**src/disc_defines.svh**
```systemverilog
// sample discriminator parameters
// channel count, batch geometry, delay-line depth and timestamp field widths

`ifndef DISC_DEFINES_SVH
`define DISC_DEFINES_SVH

`define DISC_CHANNELS 2
`define DISC_PAR_SAMPLES 4
`define DISC_SAMPLE_W 16

// also the largest start and stop delay, in batches
`define DISC_DEPTH 8

// timestamp word is batch number above kept count
`define DISC_TIME_W 24
`define DISC_INDEX_W 8

`endif
```
**src/disc_pkg.sv**
```systemverilog
// sample discriminator types
// config opcodes, sample and batch layout, delay and timestamp words

`include "disc_defines.svh"

package disc_pkg;

  typedef enum logic [1:0] {
    CFG_NOP     = 2'd0,
    CFG_THRESH  = 2'd1,
    CFG_DELAY   = 2'd2,
    CFG_DISABLE = 2'd3
  } cfg_op_e;

  typedef logic signed [`DISC_SAMPLE_W-1:0] sample_t;

  // sample 0 sits in the low bits
  typedef sample_t [`DISC_PAR_SAMPLES-1:0] batch_t;

  typedef logic [$clog2(`DISC_DEPTH+1)-1:0] delay_t;
  typedef logic [$clog2(`DISC_CHANNELS)-1:0] chan_t;

  typedef struct packed {
    logic [`DISC_TIME_W-1:0]  batch_num;
    logic [`DISC_INDEX_W-1:0] kept_cnt;
  } tstamp_t;

endpackage

```
**src/sample_discriminator.sv**
```systemverilog
// sample discriminator top level
// shared config registers, then per channel level detection, window gating
// and run timestamps

`include "disc_defines.svh"

module sample_discriminator import disc_pkg::*; (
  input  logic                           adc_clk,
  input  logic                           rst_n_i,
  input  logic                           cfg_valid_i,
  input  cfg_op_e                        cfg_op_i,
  input  chan_t                          cfg_chan_i,
  input  logic [31:0]                    cfg_data_i,
  input  batch_t  [`DISC_CHANNELS-1:0]   data_i,
  input  logic    [`DISC_CHANNELS-1:0]   data_valid_i,
  output batch_t  [`DISC_CHANNELS-1:0]   data_o,
  output logic    [`DISC_CHANNELS-1:0]   data_valid_o,
  output tstamp_t [`DISC_CHANNELS-1:0]   tstamp_o,
  output logic    [`DISC_CHANNELS-1:0]   tstamp_valid_o
);

  sample_t [`DISC_CHANNELS-1:0] thresh_low;
  sample_t [`DISC_CHANNELS-1:0] thresh_high;
  delay_t  [`DISC_CHANNELS-1:0] start_delay;
  delay_t  [`DISC_CHANNELS-1:0] stop_delay;
  logic    [`DISC_CHANNELS-1:0] chan_disable;

  disc_config_regs u_cfg (
    .adc_clk       (adc_clk),
    .rst_n_i       (rst_n_i),
    .cfg_valid_i   (cfg_valid_i),
    .cfg_op_i      (cfg_op_i),
    .cfg_chan_i    (cfg_chan_i),
    .cfg_data_i    (cfg_data_i),
    .thresh_low_o  (thresh_low),
    .thresh_high_o (thresh_high),
    .start_delay_o (start_delay),
    .stop_delay_o  (stop_delay),
    .disable_o     (chan_disable)
  );

  for (genvar ch = 0; ch < `DISC_CHANNELS; ch++) begin : g_chan
    batch_t lvl_data;
    logic   lvl_valid;
    logic   lvl_high;
    logic   advance;
    logic   run_start;

    disc_level_detect u_level (
      .adc_clk       (adc_clk),
      .rst_n_i       (rst_n_i),
      .data_i        (data_i[ch]),
      .valid_i       (data_valid_i[ch]),
      .thresh_low_i  (thresh_low[ch]),
      .thresh_high_i (thresh_high[ch]),
      .data_o        (lvl_data),
      .valid_o       (lvl_valid),
      .high_o        (lvl_high)
    );

    disc_window_gate u_gate (
      .adc_clk       (adc_clk),
      .rst_n_i       (rst_n_i),
      .data_i        (lvl_data),
      .valid_i       (lvl_valid),
      .high_i        (lvl_high),
      .start_delay_i (start_delay[ch]),
      .stop_delay_i  (stop_delay[ch]),
      .disable_i     (chan_disable[ch]),
      .data_o        (data_o[ch]),
      .valid_o       (data_valid_o[ch]),
      .advance_o     (advance),
      .run_start_o   (run_start)
    );

    // kept-count increments come from the registered output strobe
    disc_timestamp u_tstamp (
      .adc_clk        (adc_clk),
      .rst_n_i        (rst_n_i),
      .advance_i      (advance),
      .keep_i         (data_valid_o[ch]),
      .run_start_i    (run_start),
      .tstamp_o       (tstamp_o[ch]),
      .tstamp_valid_o (tstamp_valid_o[ch])
    );
  end

endmodule

```
**src/disc_timestamp.sv**
```systemverilog
// run timestamp generator
// counts batches leaving the delay line and kept batches, and emits
// {batch number, kept count} at the first kept batch of each run

`include "disc_defines.svh"

module disc_timestamp import disc_pkg::*; (
  input  logic    adc_clk,
  input  logic    rst_n_i,
  input  logic    advance_i,
  input  logic    keep_i,
  input  logic    run_start_i,
  output tstamp_t tstamp_o,
  output logic    tstamp_valid_o
);

  logic [`DISC_TIME_W-1:0]  batch_cnt;
  logic [`DISC_INDEX_W-1:0] kept_cnt;

  // keep_i is the registered output strobe, so kept_cnt trails by a cycle.
  // a run start never directly follows a kept batch, so the count is
  // already settled when it is sampled
  always_ff @(posedge adc_clk) begin
    if (!rst_n_i) begin
      batch_cnt      <= '0;
      kept_cnt       <= '0;
      tstamp_valid_o <= 1'b0;
    end else begin
      tstamp_valid_o <= run_start_i;
      if (advance_i) begin
        batch_cnt <= batch_cnt + 1'b1;
      end
      if (keep_i) begin
        kept_cnt <= kept_cnt + 1'b1;
      end
    end
  end

  // same edge as the gate's data output
  always_ff @(posedge adc_clk) begin
    if (run_start_i) begin
      tstamp_o.batch_num <= batch_cnt;
      tstamp_o.kept_cnt  <= kept_cnt;
    end
  end

endmodule

```
**src/disc_window_gate.sv**
```systemverilog
// window gate for one channel
// delays batches DISC_DEPTH valid batches so that later high flags can
// pull earlier batches in, and holds off after a high batch

`include "disc_defines.svh"

module disc_window_gate import disc_pkg::*; (
  input  logic   adc_clk,
  input  logic   rst_n_i,
  input  batch_t data_i,
  input  logic   valid_i,
  input  logic   high_i,
  input  delay_t start_delay_i,
  input  delay_t stop_delay_i,
  input  logic   disable_i,
  output batch_t data_o,
  output logic   valid_o,
  output logic   advance_o,
  output logic   run_start_o
);

  localparam int DEPTH = `DISC_DEPTH;

  batch_t             line_data [DEPTH];
  logic [DEPTH-1:0]   line_high;
  logic [DEPTH-1:0]   line_vld;
  logic [DEPTH:0]     flags;
  delay_t             holdoff;
  logic               lookahead;
  logic               keep;
  logic               prev_kept;

  // flags[0] is the incoming batch, flags[DEPTH] the one leaving
  assign flags = {line_high, high_i};

  always_comb begin
    lookahead = 1'b0;
    for (int j = 1; j <= DEPTH; j++) begin
      if (j <= int'(start_delay_i) && flags[DEPTH-j]) begin
        lookahead = 1'b1;
      end
    end
  end

  // oldest batch leaves once the line is full and a new one arrives
  assign advance_o   = valid_i & line_vld[DEPTH-1];
  assign keep        = flags[DEPTH] | lookahead | (holdoff != '0) | disable_i;
  assign run_start_o = advance_o & keep & ~prev_kept;

  always_ff @(posedge adc_clk) begin
    if (!rst_n_i) begin
      line_high <= '0;
      line_vld  <= '0;
      holdoff   <= '0;
      prev_kept <= 1'b0;
      valid_o   <= 1'b0;
    end else begin
      valid_o <= advance_o & keep;
      if (valid_i) begin
        line_high <= {line_high[DEPTH-2:0], high_i};
        line_vld  <= {line_vld[DEPTH-2:0], 1'b1};
      end
      if (advance_o) begin
        prev_kept <= keep;
        if (flags[DEPTH]) begin
          holdoff <= stop_delay_i;
        end else if (holdoff != '0) begin
          holdoff <= holdoff - 1'b1;
        end
      end
    end
  end

  always_ff @(posedge adc_clk) begin
    if (valid_i) begin
      line_data[0] <= data_i;
      for (int k = 1; k < DEPTH; k++) begin
        line_data[k] <= line_data[k-1];
      end
    end
    if (advance_o && keep) begin
      data_o <= line_data[DEPTH-1];
    end
  end

endmodule

```
**src/disc_level_detect.sv**
```systemverilog
// hysteresis level detector
// flags each valid batch high or low against a channel's two thresholds,
// one cycle of latency

`include "disc_defines.svh"

module disc_level_detect import disc_pkg::*; (
  input  logic    adc_clk,
  input  logic    rst_n_i,
  input  batch_t  data_i,
  input  logic    valid_i,
  input  sample_t thresh_low_i,
  input  sample_t thresh_high_i,
  output batch_t  data_o,
  output logic    valid_o,
  output logic    high_o
);

  logic any_above_high;
  logic any_above_low;
  logic state_high;
  logic next_high;

  always_comb begin
    any_above_high = 1'b0;
    any_above_low  = 1'b0;
    for (int i = 0; i < `DISC_PAR_SAMPLES; i++) begin
      if (data_i[i] > thresh_high_i) begin
        any_above_high = 1'b1;
      end
      if (data_i[i] > thresh_low_i) begin
        any_above_low = 1'b1;
      end
    end
  end

  // set first, then clear, so a batch below the low threshold always clears
  assign next_high = (state_high | any_above_high) & any_above_low;

  always_ff @(posedge adc_clk) begin
    if (!rst_n_i) begin
      state_high <= 1'b0;
      valid_o    <= 1'b0;
    end else begin
      valid_o <= valid_i;
      if (valid_i) begin
        state_high <= next_high;
      end
    end
  end

  always_ff @(posedge adc_clk) begin
    if (valid_i) begin
      data_o <= data_i;
    end
  end

  assign high_o = state_high;

endmodule

```
**src/disc_config_regs.sv**
```systemverilog
// discriminator configuration registers
// decodes strobed config writes into per-channel thresholds, delays and disable

`include "disc_defines.svh"

module disc_config_regs import disc_pkg::*; (
  input  logic                           adc_clk,
  input  logic                           rst_n_i,
  input  logic                           cfg_valid_i,
  input  cfg_op_e                        cfg_op_i,
  input  chan_t                          cfg_chan_i,
  input  logic [31:0]                    cfg_data_i,
  output sample_t [`DISC_CHANNELS-1:0]   thresh_low_o,
  output sample_t [`DISC_CHANNELS-1:0]   thresh_high_o,
  output delay_t  [`DISC_CHANNELS-1:0]   start_delay_o,
  output delay_t  [`DISC_CHANNELS-1:0]   stop_delay_o,
  output logic    [`DISC_CHANNELS-1:0]   disable_o
);

  // saturate at the line depth
  function automatic delay_t clamp_delay(input logic [7:0] req);
    delay_t result;
    if (req > 8'(`DISC_DEPTH)) begin
      result = delay_t'(`DISC_DEPTH);
    end else begin
      result = delay_t'(req);
    end
    return result;
  endfunction

  always_ff @(posedge adc_clk) begin
    if (!rst_n_i) begin
      thresh_low_o  <= '0;
      thresh_high_o <= '0;
      start_delay_o <= '0;
      stop_delay_o  <= '0;
      disable_o     <= '0;
    end else if (cfg_valid_i) begin
      case (cfg_op_i)
        CFG_THRESH: begin
          thresh_low_o[cfg_chan_i]  <= sample_t'(cfg_data_i[`DISC_SAMPLE_W-1:0]);
          thresh_high_o[cfg_chan_i] <= sample_t'(cfg_data_i[2*`DISC_SAMPLE_W-1:`DISC_SAMPLE_W]);
        end
        CFG_DELAY: begin
          start_delay_o[cfg_chan_i] <= clamp_delay(cfg_data_i[7:0]);
          stop_delay_o[cfg_chan_i]  <= clamp_delay(cfg_data_i[15:8]);
        end
        CFG_DISABLE: begin
          disable_o[cfg_chan_i] <= cfg_data_i[0];
        end
        // nop leaves everything as is
        default: begin
        end
      endcase
    end
  end

endmodule

```
**config.mk**
```make
export PLATFORM = sky130hd
export DESIGN_NAME = sample_discriminator
export DESIGN_NICKNAME = d
export VERILOG_FILES = /design/src/disc_pkg.sv /design/src/sample_discriminator.sv /design/src/disc_timestamp.sv /design/src/disc_window_gate.sv /design/src/disc_level_detect.sv /design/src/disc_config_regs.sv
export VERILOG_INCLUDE_DIRS = /design/src /design/src/src
export SDC_FILE = /design/constraint.sdc
export NUM_CORES = 1
export LEC_CHECK = 0
export ABC_AREA = 1
export ABC_CLOCK_PERIOD_IN_PS = 20400
export BUFFER_PORTS_ARGS = -buffer_cell sky130_fd_sc_hd__buf_2
export CAP_MARGIN = 10
export CORE_MARGIN = 10
export CORE_UTILIZATION = 40
export CTS_CLUSTER_SIZE = 20
export DETAILED_ROUTE_END_ITERATION = 6
export MAX_ROUTING_LAYER = met4
export PLACE_DENSITY = 0.63
export SYNTH_ARGS = -nofsm -noshare
export SYNTH_HDL_FRONTEND = slang
export SYNTH_HIERARCHICAL = 1
export SYNTH_SLANG_ARGS = --single-unit
```
**constraint.sdc**
```tcl
create_clock -name adc_clk -period 20.4 [get_ports adc_clk]
set_input_delay 2.04 -clock adc_clk [delete_from_list [all_inputs] [get_ports adc_clk]]
set_output_delay 2.04 -clock adc_clk [all_outputs]
set_load 0.02 [all_outputs]
```
==> out/results.tsv <==
metric	value	unit
Final setup viols	0	
fin worst setup slack	16.31	ns
Vias/cell	4.69	
CP Data Required Time	20.78	ns
async set or reset register ratio after synthesis	0	%
DR top layer	met4	
drt total wl	109000	um
total power draw	0.00655	W
cell area after synthesis	55500	um^2
register area share after synthesis	79.8	%
I/O Pins	364	
EDFF count, synth	1344	
cell family with most CP delay	buffers and inverters	
hold slack	0.399	ns
DR DRC count	0	
row count	136	
f_max	0.244	GHz
H-tree depth	4	
CTS Sinks	1540	
pwr dens	101	nW/um^2
Clock Path Buffers	3	
effective utilization at floorplan	40.3	%
Synth area leaders	edfxtp_1 73%, dfxtp_1 7.1%, ha_1 6.0%	
Die Width	393	um
drt pass-1 iters	7	
final period utilization	20.0	%
post_cts resized	0	
routed len/inst	18.0	um
metal2 WL	51000	um
cell breakdown of the critical path	buf_4 > buf_12 > buf_4	
PortBufs	363	
Synth area leader	edfxtp_1	
core footprint	138000	um^2
gp weighted congestion	0.869	
total track usage	14.3	%
status	complete, no violations	
CTS buffer count	155	
post-cts hold buffer count	0	
Hold Path Class	reg -> reg	
Area Growth Syn to Fin	16.4	%
RSZ-0062 raised after global routing	false	
crit path kind	reg -> reg	
Root Driver	clkbuf_16	
Avg Inst Size Synth	15.5	um^2
antenna-violating nets left	0	
Arr. time, crit path	4.47	ns
WL met3	8380	um
largest net degree at the start of global routing	216	
die area	154000	um^2
Setup Fix Bufs, Post-CTS	0	
final max-slew violation count	0	
Mapped Nets	4002	
share of layout cells above drive strength 1	15.9	%
Max-Cap Viols	0	
M1 wire length	46500	um
worst slack, placed	16.08	ns
Die Height	393	um
Post-Syn Instances	3570	
Final Skew	0.0260	ns
Peak supply drop	0.0642	mV
vias in the first global route	26700	
initial antenna violation count	76	
Slew HR	18.2	%
critical path peak fanout	215	
fin nets	4495	
share of the synthesized area in the top cell type	72.7	%
yosys warns	6	
slowest cell on the critical path	buf_4	
CTS tree	done	
Clk Latency, worst-skew pair	0.77	ns
Reg clk slew, reported paths	0.06	ns
first-pass GRT wire length	161000	um
Final Hold Vio Count	0	
Top FF cell, synth	edfxtp_1	
leak pwr	23.6	nW
GR Overflow Total	0	
worst path bufs/invs	3	
Tmin final	4.09	ns
Yosys cell types	35	
critical path startpoint category	flop	
Worst Max-Slew Pin Slew	1.23	ns
via count	28300	
most frequent cells after synthesis	1344 x edfxtp_1, 520 x nand2_1, 308 x inv_1	
Max stage delay on crit path	1.06	ns
most common cell in the netlist	edfxtp_1	
Yosys reg bits	1540	
kind of end point of the critical path	flop	
Final HPWL DP	76900	um
most frequent CP cell	buf_4	
First DRT Iteration DRCs	2077	
setup tns final	0	ns
[flip-flops by register name (all words and copies together), names as in the netlist, 16 cells and up]
register                   count
u_cfg/thresh_low_o            32
g_chan.u_gate/line_vld        16
g_chan.u_tstamp/batch_cnt     48
g_chan.u_tstamp/kept_cnt      16
g_chan.u_level/data_o        128
g_chan.u_gate/data_o         128
g_chan.u_gate/line_high       16
g_chan.u_tstamp/tstamp_o      64
g_chan.u_gate/line_data     1024
u_cfg/thresh_high_o           32
[worst paths after layout]
kind	from	end	slack (ns)	cells after the start
hold reg to reg	g_chan[1].u_gate/line_data[4][44]	g_chan[1].u_gate/line_data[5][44]	0.40	0
setup reg to reg	g_chan[1].u_level/valid_o	g_chan[1].u_gate/line_data[5][16]	16.31	3
hold / removal	g_chan[1].u_gate/line_data[4][44]	g_chan[1].u_gate/line_data[5][44]	0.40	0
setup / recovery	g_chan[1].u_level/valid_o	g_chan[1].u_gate/line_data[5][16]	16.31	3
[per-layer routing]
metal  GRT usage (%)  vias up
met4            4.58        0
met1            17.9    13500
li1                -    13900
met5               -        -
met2            22.2      686
met3            4.53      201
[cell type report]
cell class,count,area [um^2]
clock buffers,193,4140
fillers,11800,73000
multi-input cells,1670,9820
diodes,40,100
inverters,318,1190
repair buffers,378,1970
clock inverters,91,870
flip-flops and latches,1540,44300
well taps,1794,2240
[logic make-up (layout without fill, tap and decap cells)]
group           count (synthesis)  count (layout)  synth area share [%]
flops                        1540            1540                  79.8
simple gates                 1030            1030                  8.15
compound gates                374             374                  3.53
buf+inv                       360             980                  2.55
fa+ha+maj                     264             264                  5.95
xor+xnor                        2               2                0.0316
other cells                     0              40                     0
[power breakdown]
group	internal, W	leakage (nW)	switching [W]	total (W)
Sequential	0.00355	14.2	0.0000333	0.00358
Combinational	0.0000679	6.96	0.000161	0.000229
Clock	0.00160	2.44	0.00114	0.00274
[cell usage in the layout (no fill, tap or decap), drive strengths merged, types with 36 or more instances in the layout]
cell type,n
edfxtp,1344
nand2,531
buf,378
inv,327
ha,264
nor2,251
a21oi,239
dfxtp,196
clkbuf,193
nand3,158
o21ai,109
clkinv,67
nand4,43
diode,40
nor3,36
[per-stage QoR]
| step | utilization, % | instance area [um^2] | cells |
|---|---|---|---|
| 2_1_floorplan | - | 55500 | 3570 |
| 3_3_place_gp | 43.2 | 59500 | 5700 |
| 3_5_place_dp | 43.2 | 59500 | 5700 |
| 4_1_cts | 46.9 | 64500 | 5984 |
| 5_1_grt | 46.9 | 64600 | 6014 |
| 6_report | 46.9 | 64600 | 6024 |
(Power assumes the default switching activity.)
